**config.mk**
```make
export PLATFORM = sky130hd
export DESIGN_NAME = decode
export DESIGN_NICKNAME = d
export VERILOG_FILES = /design/src/cpuPkg.sv /design/src/decode.sv
export VERILOG_INCLUDE_DIRS = /design/src
export SDC_FILE = /design/constraint.sdc
export NUM_CORES = 1
export LEC_CHECK = 0
export BUFFER_PORTS_ARGS = -buffer_cell sky130_fd_sc_hd__buf_2
export CORE_MARGIN = 2
export CORE_UTILIZATION = 50
export DETAILED_ROUTE_END_ITERATION = 7
export PLACE_DENSITY = 0.7
export SLEW_MARGIN = 5
export SYNTH_ARGS = -nofsm -noshare
export SYNTH_HDL_FRONTEND = slang
export SYNTH_SLANG_ARGS = --single-unit
```
**constraint.sdc**
```tcl
create_clock -name clk -period 3.5 [get_ports clk]
set_input_delay 0.175 -clock clk [delete_from_list [all_inputs] [get_ports clk]]
set_output_delay 0.175 -clock clk [all_outputs]
set_load 0.05 [all_outputs]
```
**src/cpu_params.svh**
```systemverilog
`ifndef CPU_PARAMS_SVH
`define CPU_PARAMS_SVH

// Datapath and instruction word width
`define CPU_XLEN        16

// Memory depths in 16-bit words
`define CPU_IMEM_WORDS  256
`define CPU_DMEM_WORDS  256

// Opcode encodings in inst[15:12]
`define CPU_OP_ADD  4'd0
`define CPU_OP_SUB  4'd1
`define CPU_OP_XOR  4'd2
`define CPU_OP_SLL  4'd4
`define CPU_OP_SRA  4'd5
`define CPU_OP_ROR  4'd6
`define CPU_OP_LW   4'd8
`define CPU_OP_SW   4'd9
`define CPU_OP_LLB  4'd10
`define CPU_OP_LHB  4'd11
`define CPU_OP_B    4'd12
`define CPU_OP_PCS  4'd14
`define CPU_OP_HLT  4'd15

`endif

```
**src/cpuPkg.sv**
```systemverilog
`default_nettype none
`include "cpu_params.svh"

package cpuPkg;

  // Opcodes 3, 7 and 13 are unused and decode as no-ops
  typedef enum logic [3:0] {
    OP_ADD = `CPU_OP_ADD,
    OP_SUB = `CPU_OP_SUB,
    OP_XOR = `CPU_OP_XOR,
    OP_SLL = `CPU_OP_SLL,
    OP_SRA = `CPU_OP_SRA,
    OP_ROR = `CPU_OP_ROR,
    OP_LW  = `CPU_OP_LW,
    OP_SW  = `CPU_OP_SW,
    OP_LLB = `CPU_OP_LLB,
    OP_LHB = `CPU_OP_LHB,
    OP_B   = `CPU_OP_B,
    OP_PCS = `CPU_OP_PCS,
    OP_HLT = `CPU_OP_HLT
  } opcode_t;

  // Branch condition codes, inst[11:9]
  typedef enum logic [2:0] {
    CC_NEQ, CC_EQ, CC_GT, CC_LT, CC_GTE, CC_LTE, CC_OVFL, CC_UNCOND
  } cond_t;

  typedef struct packed {
    logic z;                          // Zero
    logic v;                          // Signed overflow
    logic n;                          // Negative
  } flags_t;

  typedef struct packed {
    logic                 valid;
    logic [`CPU_XLEN-1:0] inst;
    logic [`CPU_XLEN-1:0] pcNext;     // PC + 2 of this instruction
  } ifId_t;

  typedef struct packed {
    logic                 valid;
    opcode_t              opcode;
    logic [3:0]           rd;
    logic                 regWrite;
    logic                 memRead;
    logic                 memWrite;
    logic                 setZ;       // Updates Z flag
    logic                 setNV;      // Updates N and V flags
    logic                 halt;
    logic [`CPU_XLEN-1:0] opA;
    logic [`CPU_XLEN-1:0] opB;        // Store data for SW
    logic [`CPU_XLEN-1:0] imm;        // Already extended or shifted
    logic [`CPU_XLEN-1:0] pcNext;
  } idEx_t;

  typedef struct packed {
    logic                 valid;
    logic [3:0]           rd;
    logic                 regWrite;
    logic                 memRead;
    logic                 memWrite;
    logic                 halt;
    logic [`CPU_XLEN-1:0] result;     // ALU output or memory address
    logic [`CPU_XLEN-1:0] storeData;
  } exMw_t;

  typedef struct packed {
    logic                 valid;
    logic [3:0]           regAddr;    // Destination register number
    logic [`CPU_XLEN-1:0] data;
  } regWrite_t;

endpackage

`default_nettype wire

```
**src/decode.sv**
```systemverilog
`timescale 1ns/1ps
`default_nettype none

module decode import cpuPkg::*; (
  input  wire        clk,
  input  wire        rstN,
  input  ifId_t      ifId,
  input  flags_t     flags,             // Flag register in EX
  input  regWrite_t  wbWrite,           // Write port from MW
  output idEx_t      idEx,
  output logic [3:0] srcA,
  output logic [3:0] srcB,
  output logic       useA,
  output logic       useB,
  output logic       isBranch,
  output logic       branchTaken,
  output logic [15:0] branchTarget,
  output logic       haltSeen
);

  logic [15:0] rf [16];                 // Register file, R0 never written
  opcode_t     op;
  logic        isArith, isShift, isLoad, isStore, isLoadByte, isPcs, isHlt;
  logic [15:0] dataA, dataB;
  logic [15:0] immVal;
  logic        condMet;
  logic        haltReg;

  ////////////////////////////////////////////////////////////////////////////
  // Field extraction
  ////////////////////////////////////////////////////////////////////////////
  assign op         = opcode_t'(ifId.inst[15:12]);
  assign isArith    = (op == OP_ADD) || (op == OP_SUB) || (op == OP_XOR);
  assign isShift    = (op == OP_SLL) || (op == OP_SRA) || (op == OP_ROR);
  assign isLoad     = (op == OP_LW);
  assign isStore    = (op == OP_SW);
  assign isLoadByte = (op == OP_LLB) || (op == OP_LHB);
  assign isPcs      = (op == OP_PCS);
  assign isHlt      = (op == OP_HLT);

  assign srcA = isLoadByte ? ifId.inst[11:8] : ifId.inst[7:4];  // LLB/LHB merge into rd
  assign srcB = isStore    ? ifId.inst[11:8] : ifId.inst[3:0];  // SW data reg
  assign useA = ifId.valid && (isArith || isShift || isLoad || isStore || isLoadByte);
  assign useB = ifId.valid && (isArith || isStore);

  always_comb begin
    case (op)
      OP_LW, OP_SW:   immVal = {{11{ifId.inst[3]}}, ifId.inst[3:0], 1'b0};  // Word offset
      OP_LLB, OP_LHB: immVal = {8'h00, ifId.inst[7:0]};
      default:        immVal = {12'h000, ifId.inst[3:0]};                   // Shift amount
    endcase
  end

  ////////////////////////////////////////////////////////////////////////////
  // Register file with write-through from MW
  ////////////////////////////////////////////////////////////////////////////
  always_ff @(posedge clk) begin
    if (wbWrite.valid) rf[wbWrite.regAddr] <= wbWrite.data;
  end

  assign dataA = (srcA == 4'd0) ? '0 :
                 (wbWrite.valid && wbWrite.regAddr == srcA) ? wbWrite.data : rf[srcA];
  assign dataB = (srcB == 4'd0) ? '0 :
                 (wbWrite.valid && wbWrite.regAddr == srcB) ? wbWrite.data : rf[srcB];

  ////////////////////////////////////////////////////////////////////////////
  // Branch resolution
  ////////////////////////////////////////////////////////////////////////////
  always_comb begin
    case (cond_t'(ifId.inst[11:9]))
      CC_NEQ:  condMet = !flags.z;
      CC_EQ:   condMet = flags.z;
      CC_GT:   condMet = !flags.z && !flags.n;
      CC_LT:   condMet = flags.n;
      CC_GTE:  condMet = flags.z || !flags.n;
      CC_LTE:  condMet = flags.n || flags.z;
      CC_OVFL: condMet = flags.v;
      default: condMet = 1'b1;                    // Unconditional
    endcase
  end

  assign isBranch     = ifId.valid && (op == OP_B);
  assign branchTaken  = isBranch && condMet;
  assign branchTarget = ifId.pcNext + {{6{ifId.inst[8]}}, ifId.inst[8:0], 1'b0};

  // Sticky once HLT has passed through ID
  always_ff @(posedge clk) begin
    if (!rstN)                    haltReg <= 1'b0;
    else if (ifId.valid && isHlt) haltReg <= 1'b1;
  end
  assign haltSeen = haltReg || (ifId.valid && isHlt);

  always_comb begin
    idEx.valid    = ifId.valid;
    idEx.opcode   = op;
    idEx.rd       = ifId.inst[11:8];
    idEx.regWrite = ifId.valid && (isArith || isShift || isLoad || isLoadByte || isPcs);
    idEx.memRead  = ifId.valid && isLoad;
    idEx.memWrite = ifId.valid && isStore;
    idEx.setZ     = ifId.valid && (isArith || isShift);
    idEx.setNV    = ifId.valid && ((op == OP_ADD) || (op == OP_SUB));
    idEx.halt     = ifId.valid && isHlt;
    idEx.opA      = dataA;
    idEx.opB      = dataB;
    idEx.imm      = immVal;
    idEx.pcNext   = ifId.pcNext;
  end

  // MW must filter R0 writes before they reach the register file
  noR0Write: assert property (
    @(posedge clk) disable iff (!rstN) wbWrite.valid |-> (wbWrite.regAddr != 4'd0)
  ) else $error("decode: register file write to R0");

endmodule

`default_nettype wire

```
== Word level (Yosys, flattened, before mapping) ==
Memories as Yosys holds them, arrays and structs flattened.
Cells that the tools add are included.
Operators by class
  mux-type cells: 10
  equal/unequal tests: 20
  add/subtract/negate cells: 1
  reduce and logical (&&, ||, !) cells: 36
Operators with widths (number)
  two-way mux 16 bit: 4
  case mux 16 bit (2 select lines): 1
  == test 4 bit (second input constant): 7
  adder 16 bit: 1
  logical OR 1 bit: 15
  logical AND 1 bit: 13
  == test 4 x 3 -> 1 bit (second input constant): 3
  logical NOT 4 bit: 3
  == test 3 bit (second input constant): 3
  == test 4 bit: 2
  two-way mux 4 bit: 2
  case mux 1 bit (7 select lines): 1
  == test 3 x 2 -> 1 bit (second input constant): 2
  == test 4 x 1 -> 1 bit (second input constant): 1
  == test 4 x 2 -> 1 bit (second input constant): 1
  OR reduction 2 bit: 2
  == test 3 x 1 -> 1 bit (second input constant): 1
  logical NOT 3 bit: 1
  logical NOT 1 bit: 2
  two-way mux 1 bit: 2
Storage, ports and cells
  output and inout port bits: 108
  logic and storage cells: 69
  memories kept: 1
  bits in registers: 1
  RAM bits: 256
Memory list
  rf: depth 16, width 16, rd ports 2, clocked after memory_dff 0, write ports 1, RTL line decode.sv:21  | logic [15:0] rf [16];

== Longest topological paths before layout ==
Gate-level depths: netlist of the first run.
  depth in word-level cells: 8
  depth in mapped cells: 11
  gate-level depth less buffers: 8

== Worst setup path before layout of the first run ==
OpenSTA, ideal clock, no wires.
  kind: input-to-output
  start point: input port ifId[3] (netlist bit)
  end point: output port branchTarget[14]
  cell stages on the path: 6
  path slack: 448 ps
  arrival time: 2877 ps
  path through: ha_1 > o21ai_0 > o21ai_0 > and3_1 > o211ai_1 > o311ai_0
Between the ends
  cells in the longest elaborated chain, start to end: 1
Ends and longest elaborated chain
  start, declared: RTL line decode.sv:7  | input ifId_t ifId,
  adder 16 bit: RTL line decode.sv:84  | assign branchTarget = ifId.pcNext + {{6{ifId.inst[8]}}, ifId.inst[8:0], 1'b0};
  end, declared: RTL line decode.sv:17  | output logic [15:0] branchTarget,
No other way between the ends.

==> results of run 1 <==
==> critical path: stages <==
cell	delay, ns
buf_2	0.18
and4bb_1	0.53
mux2i_4	0.37
inv_4	0.16
xnor2_1	0.16
nand4_1	0.11
nand2_1	0.46
o211ai_1	0.52
buf_2	0.34
==> logic make-up after synthesis <==
logic type | synth area share (%)
AND/OR/NAND/NOR | 12.7
flip-flops | 53.7
adder cells (fa/ha/maj) | 1.36
multiplexers | 9.37
AO/OA/AOI/OAI | 15.5
XOR/XNOR | 1.09
buffers and inverters | 6.28
==> power by group <==
part	switching (mW)	leakage (nW)	total [mW]	internal, mW
clock network	1.13	0.386	2.61	1.48
logic	1.28	3.61	1.76	0.481
registers	0.0272	2.32	3.48	3.45
total	2.44	6.31	7.86	5.41
==> layout make-up <==
| class | count | area, um^2 | area share, % |
|---|---|---|---|
| timing repair buffer | 219 | 1340 | 8.23 |
| inverter | 61 | 234 | 1.43 |
| clock buffer | 35 | 748 | 4.58 |
| tap | 384 | 480 | 2.94 |
| sequential | 257 | 7710 | 47.2 |
| multi-input combinational | 872 | 5770 | 35.3 |
| clock inverter | 12 | 46.3 | 0.284 |
==> sequential cells by signal, indices dropped and copies added, names as in the netlist <==
| signal | count |
|---|---|
| rf | 256 |
| haltReg | 1 |
==> synthesized netlist by cell type, types with 6 or more instances <==
cell type	n	share of area (%)
xnor2_1	10	0.61
a32oi_1	42	2.6
nand3_1	37	1.3
buf_1	11	0.29
nand2_1	304	8.0
nor3_1	8	0.28
mux4_2	6	0.94
mux2i_1	108	7.5
nand4_1	16	0.70
o211ai_1	18	0.94
nor2_1	37	0.97
inv_1	55	1.4
buf_2	23	0.80
o221ai_1	29	1.8
clkbuf_1	48	1.3
buf_4	41	2.1
inv_2	6	0.16
edfxtp_1	256	54
nand2b_1	8	0.35
a211oi_1	67	3.5
xor2_1	6	0.37
a221oi_1	6	0.37
o221ai_2	11	1.2
a21oi_1	34	1.2
a311oi_1	32	2.0
ha_1	14	1.2
o21ai_0	27	0.94
==> metrics by stage <==
step                area (um^2)  worst slack (ns)
floorplan                 14400             0.448
global placement          15500             0.473
detailed placement        15500             0.407
CTS                       16300             0.380
global route              16300             0.156
finish                    16300             0.298
==> repair_timing <==
action	4_1_cts	5_1_grt
hold buffers	1	0
hold endpoints to repair	1	0
resized for setup	0	0
==> routing by layer <==
layer	global-route usage, %	wire length, um	vias up
li1	-	-	5194
met1	39.2	17300	5651
met2	47.4	20700	760
met3	5.22	4770	127
met4	11.3	1810	2
met5	0	13	-
==> path summary, 6_finish.rpt <==
path                             startpoint         to  cells after the start
worst max-delay path               ifId[29]   idEx[37]                      9
worst min-delay path            wbWrite[11]  rf[3][11]                      1
worst max register to register      haltReg    haltReg                      2
worst min register to register      haltReg    haltReg                      2
==> impl_results.md, run 1 <==
- Port Buffers: 163
- Clock sinks: 257
- MaxCap Viol Count: 0
- Post-route setup TNS: 0 ns
- Clock Latency Late Sink: 0.55 ns
- Site row count: 62
- Pre-antenna DRT Iters: 6
- Share of cells above drive strength 1: 20.1%
- Vias: 11.7k
- DRC: 0
- Clk_skew: 0 ns
- Drt total wl: 44600 um
- # nets final: 1513
- Synthesis-stage register bit count: 257
- Peak Freq: 312 MHz
- # diodes: 0
- DP HPWL: 28500 um
- Core footprint: 28500 um^2
- Iteration-0 DRC Markers: 1449
- Maximum vdd ir drop: 0.000500 V
- RSZ-0062 raised after global routing: false
- TritonCTS clock tree: built
- Final setup fails: 0
- Synthesized instance count: 1316
- Leading cell type in the layout, fill and taps excluded: nand2_1
- Critical path endpoint category: output pin
- Root Driver: clkbuf_16
- EDFF count, synth: 256
- WP data required: 3.32 ns
- Synth warnings: 0
- Final hold vios: 0
- Syn Area/Cell: 10.9 um^2
- Vias/cell: 6.38
- Ys flop type: edfxtp_1
- # Post-CTS Setup Buffers: 0
- Chip Height: 173 um
- Worst-path clk slew: 0.06 ns
- Routability cong.: 0.887
- Post-synth cell types: 61
- Relative slew slack: 38.5%
- HP Class: in -> reg
- Post-Place Cells: 1792
- Hold_ws: 0.0385 ns
- Arr. time, crit path: 3.03 ns
- CTS Buf Count: 28
- Status: finished clean
- Die extent in x: 173 um
- Critical path fanouts, max: 17
- Syn Nets: 1390
- Most frequent cells in the layout: nand2_1, edfxtp_1, buf_2
- Grt total ovfl: 0
- First-pass GRT wire length: 67200 um
- Register area share after synthesis: 53.7%
- Fraction of registers with async set/reset: 0%
- I/O pin count: 167
- Final Power: 7.86 mW
- Slew @ Worst Pin: 0.920 ns
- Cell area after synthesis: 14400 um^2
- Pleak: 6.31 nW
- Fill count: 2380
- Drt wl/cell: 24.3 um
- Pwr dens: 481 nW/um^2
- Reg2reg setup slack: 2.65 ns
- Final Max Slew Viols: 0
- Util after Layout: 57.3%
- Routed Antenna Nets: 0
- CTS Buffer Depth: 3
- Htree depth: 1
- Vias in the first global route: 11.2k
- Crit start category: primary input
- Die area: 30100 um^2
- Tmin final: 3.20 ns
- Initial Util: 50.4%
- GRT Total Usage: 29.2%
- Final worst path period share: 91.5%
- Post-route non-filler standard cell count: 1840
- Largest net degree at the start of global routing: 81
- Initial antenna violation count: 2
- P&R area growth vs syn: 13.8%
- Crit Path Category: in -> out
Power figures use the tool's default switching activity.
==> run 2, diff against run 1 <==
--- a/config.mk
+++ b/config.mk
@@ -7,10 +7,12 @@
 export NUM_CORES = 1
 export LEC_CHECK = 0
 export BUFFER_PORTS_ARGS = -buffer_cell sky130_fd_sc_hd__buf_2
-export CORE_MARGIN = 2
+export CORE_MARGIN = 4
 export CORE_UTILIZATION = 50
 export DETAILED_ROUTE_END_ITERATION = 7
+export GPL_ROUTABILITY_DRIVEN = 0
 export PLACE_DENSITY = 0.7
+export REMOVE_ABC_BUFFERS = 1
 export SLEW_MARGIN = 5
 export SYNTH_ARGS = -nofsm -noshare
 export SYNTH_HDL_FRONTEND = slang
==> impl_results.md, run 2 (same netlist as run 1, synthesis figures left out) <==
- Crit path max-delay family: simple AND/OR/NAND/NOR gates
- Site row count: 61 (-1.6%)
- Drt wl/cell: 25.5 um (+5.1%)
- Port Buffers: 163 (unchanged)
- Hold_ws: 0.0260 ns (-0.0125 ns)
- Initial Util: 51.1% (+0.69 points)
- Die area: 31500 um^2 (+4.7%)
- Drt total wl: 47100 um (+5.5%)
- CTS Buf Count: 28 (unchanged)
- Critical path fanouts, max: 16 (-1)
- Buf+Inv Stages, Crit Path: 3 (unchanged)
- Hold path depth: 1 (unchanged)
- HP Start: wbWrite[7]
- Pwr dens: 485 nW/um^2 (+0.84%)
- DP HPWL: 30600 um (+7.5%)
- GRT Total Usage: 28.7% (-0.46 points)
- Share of cells above drive strength 1: 21.4% (+1.4 points)
- Critical path endpoint category: output pin
- Post-route non-filler standard cell count: 1847 (+0.38%)
- Worst Hold End: rf[9][7]
- Post-Place Cells: 1793 (+0.056%)
- Vias in the first global route: 11.4k (+1.7%)
- Maximum vdd ir drop: 0.000483 V (-3.5%)
- # nets final: 1520 (+0.46%)
- Critical-path top delay cell: o211ai_1
- Slew @ Worst Pin: 1.13 ns (+0.206 ns)
- Pre-antenna DRT Iters: 8 (+2)
- Peak Freq: 303 MHz (-2.9%)
- Status: finished clean
- Routed Antenna Nets: 0 (unchanged)
- Reg2reg setup slack: 2.66 ns (about the same)
- Chip Height: 177 um (+2.3%)
- Most frequent cells in the layout: nand2_1, edfxtp_1, buf_2
- Initial antenna violation count: 1 (-1)
- Iteration-0 DRC Markers: 1827 (+26%)
- Arr. time, crit path: 3.12 ns (+0.09 ns)
- Crit path largest cell delay: 0.59 ns (+0.06 ns)
- Root Driver: clkbuf_16
- Final setup fails: 0 (unchanged)
- CTS Buffer Depth: 3 (unchanged)
- Final Cell Area: 16500 um^2 (+1.3%)
- Final hold vios: 0 (unchanged)
- Core footprint: 28100 um^2 (-1.3%)
- First-pass GRT wire length: 68500 um (+1.8%)
- Final worst path period share: 94.2% (+2.7 points)
- HP Class: in -> reg
- Largest register by flop count: rf
- Vias/cell: 6.49 (+1.8%)
- DRC: 0 (unchanged)
- Cell count of the worst reg-to-reg path: 2 (unchanged)
- # Post-CTS Setup Buffers: 0 (unchanged)
- Tmin final: 3.30 ns (+0.0949 ns)
- End of the worst register-to-register path: haltReg
- Crit path cell chain: buf_2 > and4bb_1 > mux2i_4 > inv_2 > xnor2_1 > nand4_1 > nand2_1 > o211ai_1 > buf_2
- MaxCap Viol Count: 0 (unchanged)
- Crit start category: primary input
- Final Max Slew Viols: 0 (unchanged)
- Largest net degree at the start of global routing: 81 (unchanged)
- Worst-path clk slew: 0.06 ns (about the same)
- Grt total ovfl: 0 (unchanged)
- Top Registers: rf: 256 flops, haltReg: 1 flops
- Util after Layout: 58.9% (+1.5 points)
- Clk_skew: 0 ns (unchanged)
- WP data required: 3.32 ns (about the same)
- Most used cell along the critical path: buf_2
- Pleak: 6.39 nW (+1.2%)
- FF-to-FF Start: haltReg
- Clock sinks: 257 (unchanged)
- Die extent in x: 177 um (+2.3%)
- Relative slew slack: 24.7% (-14 points)
- Fill count: 2321 (-2.5%)
- I/O pin count: 167 (unchanged)
- RSZ-0062 raised after global routing: false
- Post-route setup TNS: 0 ns (unchanged)
- Clock Latency Late Sink: 0.54 ns (about the same)
- P&R area growth vs syn: 15.2%
- Cell Area, Placed: 15700 um^2 (+1.0%)
- TritonCTS clock tree: built
- Leading cell type in the layout, fill and taps excluded: nand2_1
- Vias: 12.0k (+2.2%)
- Crit Path Category: in -> out
- Max reg flops: 256 (unchanged)
- Htree depth: 1 (unchanged)
run 2: power breakdown:
part | internal [mW] | switching (mW)
registers | 3.45 | 0.0277
clock network | 1.57 | 1.16
logic | 0.510 | 1.30
run 2: worst max-delay path by stage:
stage | start | endpoint | slack, ns | cells after the start
after floorplan | ifId[30] | idEx[48] | -2.28 | 7
after global placement | ifId[29] | idEx[32] | 0.42 | 9
after detailed placement | ifId[29] | idEx[32] | 0.32 | 9
after CTS | ifId[29] | idEx[32] | 0.32 | 9
after global routing | ifId[29] | idEx[32] | 0.14 | 9
final | ifId[29] | idEx[32] | 0.20 | 9
run 2: what timing repair did:
item | in CTS | in global routing
setup endpoints to repair | 0 | 0
hold buffers | 1 | 0
resized for setup | 0 | 0
hold endpoints to repair | 1 | 0
run 2: per-stage QoR:
stage | worst slack (ns) | total power [mW]
floorplan | -2.28 | 4.62
global route | 0.144 | 8.28
global placement | 0.417 | 5.30
detailed placement | 0.319 | 5.32
CTS | 0.323 | 8.03
finish | 0.203 | 8.03
run 2: layout make-up:
cell class                      count  area [um^2]  area share (%)
Clock buffer                       36          752            4.55
Antenna cell                        3         7.51          0.0454
Multi-Input combinational cell    872         5790            35.0
Inverter                           61          236            1.43
Tap cell                          378          473            2.86
Clock inverter                     14         86.3           0.522
Timing Repair Buffer              226         1480            8.94
Sequential cell                   257         7710            46.6
run 2: per-layer routing:
layer  GRT usage, %  routed length [um]
met2           45.5               20800
met5              0                   0
met1           37.7               17700
met4           10.2                2000
met3           8.50                6620
==> run 3, diff against run 2 <==
--- a/config.mk
+++ b/config.mk
@@ -12,6 +12,7 @@
 export DETAILED_ROUTE_END_ITERATION = 7
 export GPL_ROUTABILITY_DRIVEN = 0
 export PLACE_DENSITY = 0.7
+export RECOVER_POWER = 25
 export REMOVE_ABC_BUFFERS = 1
 export SLEW_MARGIN = 5
 export SYNTH_ARGS = -nofsm -noshare
==> impl_results.md, run 3 (same netlist as run 1, synthesis figures left out) <==
- Root Driver: clkbuf_16
- Core footprint: 28100 um^2 (unchanged)
- Pre-antenna DRT Iters: 8 (unchanged)
- Maximum vdd ir drop: 0.000484 V (+0.19%)
- Crit start category: primary input
- Clock sinks: 257 (unchanged)
- Leading cell type in the layout, fill and taps excluded: nand2_1
- Vias: 11.9k (-0.52%)
- Relative slew slack: 23.8% (-0.82 points)
- Post-place setup slack: 0.319 ns (unchanged)
- Final worst path period share: 94.3% (+0.14 points)
- Critical path endpoint category: output pin
- P&R area growth vs syn: 15.1%
- Switch Pwr: 2.50 mW (+0.21%)
- Share of cells above drive strength 1: 20.6% (-0.82 points)
- GRT Total Usage: 28.7% (unchanged)
- Largest register by flop count: rf
- RSZ-0062 raised after global routing: false
- Int Pwr: 5.53 mW (about the same)
- Arr. time, crit path: 3.13 ns (about the same)
- CTS Buf Count: 28 (unchanged)
- CTS resizes: 0 (unchanged)
- Setup slack after layout: 0.198 ns (-0.00479 ns)
- Clock Latency Late Sink: 0.54 ns (about the same)
- Iteration-0 DRC Markers: 1850 (+1.3%)
- Die area: 31500 um^2 (unchanged)
- Vias/cell: 6.46 (-0.46%)
- Post-route non-filler standard cell count: 1846 (-0.054%)
- Drt total wl: 47000 um (-0.11%)
- DP HPWL: 30600 um (unchanged)
- Vias in the first global route: 11.4k (unchanged)
- Tmin final: 3.30 ns (+0.00479 ns)
- # nets final: 1520 (unchanged)
- Final Max Slew Viols: 0 (unchanged)
- Drt wl/cell: 25.5 um (about the same)
- Critical-path top delay cell: o211ai_1
- Most used cell along the critical path: buf_2
- CTS Buffer Depth: 3 (unchanged)
- Most frequent cells in the layout: nand2_1, edfxtp_1, buf_2
- Routed Antenna Nets: 0 (unchanged)
- I/O pin count: 167 (unchanged)
- Clock power share: 34.1% (about the same)
- Initial Util: 51.1% (unchanged)
- Site row count: 61 (unchanged)
- Slew @ Worst Pin: 1.14 ns (+0.0123 ns)
- Pleak: 6.36 nW (-0.52%)
- WP data required: 3.32 ns (about the same)
- HP Class: in -> reg
- Largest net degree at the start of global routing: 81 (unchanged)
- Final setup fails: 0 (unchanged)
- Combinational Power Share: 22.5% (about the same)
- Crit Path Category: in -> out
- Critical path fanouts, max: 16 (unchanged)
- MaxCap Viol Count: 0 (unchanged)
- Htree depth: 1 (unchanged)
- Crit path cell chain: buf_2 > and4bb_1 > mux2i_4 > inv_2 > xnor2_1 > nand4_1 > nand2_1 > o211ai_1 > buf_2
- Crit path largest cell delay: 0.60 ns (about the same)
- DRC: 0 (unchanged)
- Die extent in x: 177 um (unchanged)
- TritonCTS clock tree: built
- Final hold vios: 0 (unchanged)
- Max reg flops: 256 (unchanged)
- Clk_skew: 0 ns (unchanged)
- Seq pwr share: 43.3% (about the same)
- Initial antenna violation count: 0 (-1)
- First-pass GRT wire length: 68500 um (unchanged)
- Top Registers: rf: 256 flops, haltReg: 1 flops
- Pwr dens: 486 nW/um^2 (+0.16%)
- Port Buffers: 163 (unchanged)
- Chip Height: 177 um (unchanged)
- Switch share: 31.1% (+0.047 points)
- Post-Place Cells: 1793 (unchanged)
- Peak Freq: 303 MHz (-0.15%)
- Worst-path clk slew: 0.06 ns (about the same)
- Grt total ovfl: 0 (unchanged)
- Crit path max-delay family: simple AND/OR/NAND/NOR gates
- Buf+Inv Stages, Crit Path: 3 (unchanged)
- Cell Area, Placed: 15700 um^2 (unchanged)
- Status: finished clean
- Final Cell Area: 16500 um^2 (-0.11%)
- Post-route setup TNS: 0 ns (unchanged)
==> run 3: cell count changes in the layout (fill, tap and decap cells not counted), sizes merged <==
cell	delta
buf	-12
diode	-1
clkbuf	+12
==> run 3: layout make-up <==
| class | count | area [um^2] |
|---|---|---|
| Multi-Input combinational cell | 872 | 5790 |
| Tap cell | 378 | 473 |
| Clock buffer | 36 | 752 |
| Sequential cell | 257 | 7710 |
| Clock inverter | 14 | 86.3 |
| Fill cell | 2330 | 11600 |
| Timing Repair Buffer | 226 | 1460 |
| Antenna cell | 2 | 5.00 |
| Inverter | 61 | 236 |
==> run 3: what timing repair did <==
action,in CTS,in global routing
endpoints found under the setup margin,0,0
hold endpoints to repair,1,0
buffers inserted,0,0
hold buffers,1,0
==> run 3: worst register-to-register path, delay by kind of cell (launching register included) <==
family | cells | cell delay [ns]
DFF | 1 | 0.29
and+or+nand+nor | 2 | 0.45
==> run 3: routing by layer <==
layer / routed length, um / vias up / GRT usage [%]
met5: 0 / - / 0
met2: 21000 / 877 / 45.5
met3: 6400 / 141 / 8.50
met1: 17800 / 5698 / 37.7
met4: 1810 / 0 / 10.2
li1: - / 5212 / -
==> run 3: stage by stage <==
stage	util, %	power (mW)	hold slack (ns)
2_1_floorplan	-	4.62	0.274
3_3_place_gp	55.8	5.30	0.351
3_5_place_dp	55.8	5.32	0.351
4_1_cts	58.8	8.03	0.0140
5_1_grt	58.8	8.28	0.0514
6_report	58.8	8.03	0.0622
==> run 3: path summary, 6_finish.rpt <==
check | startpoint | endpoint | slack [ns] | depth (start not counted)
hold / removal | wbWrite[5] | rf[10][5] | 0.06 | 1
setup / recovery | ifId[29] | idEx[32] | 0.20 | 9
hold reg to reg | haltReg | haltReg | 0.54 | 2
setup reg to reg | haltReg | haltReg | 2.66 | 2
==> run 3: power groups by stage <==
stage	registers (mW)	clock network (mW)	logic, mW
global placement	3.54	0	1.76
CTS	3.48	2.76	1.79
detailed placement	3.54	0	1.78
floorplan	3.54	0	1.08
finish	3.48	2.74	1.81
global route	3.48	2.90	1.90
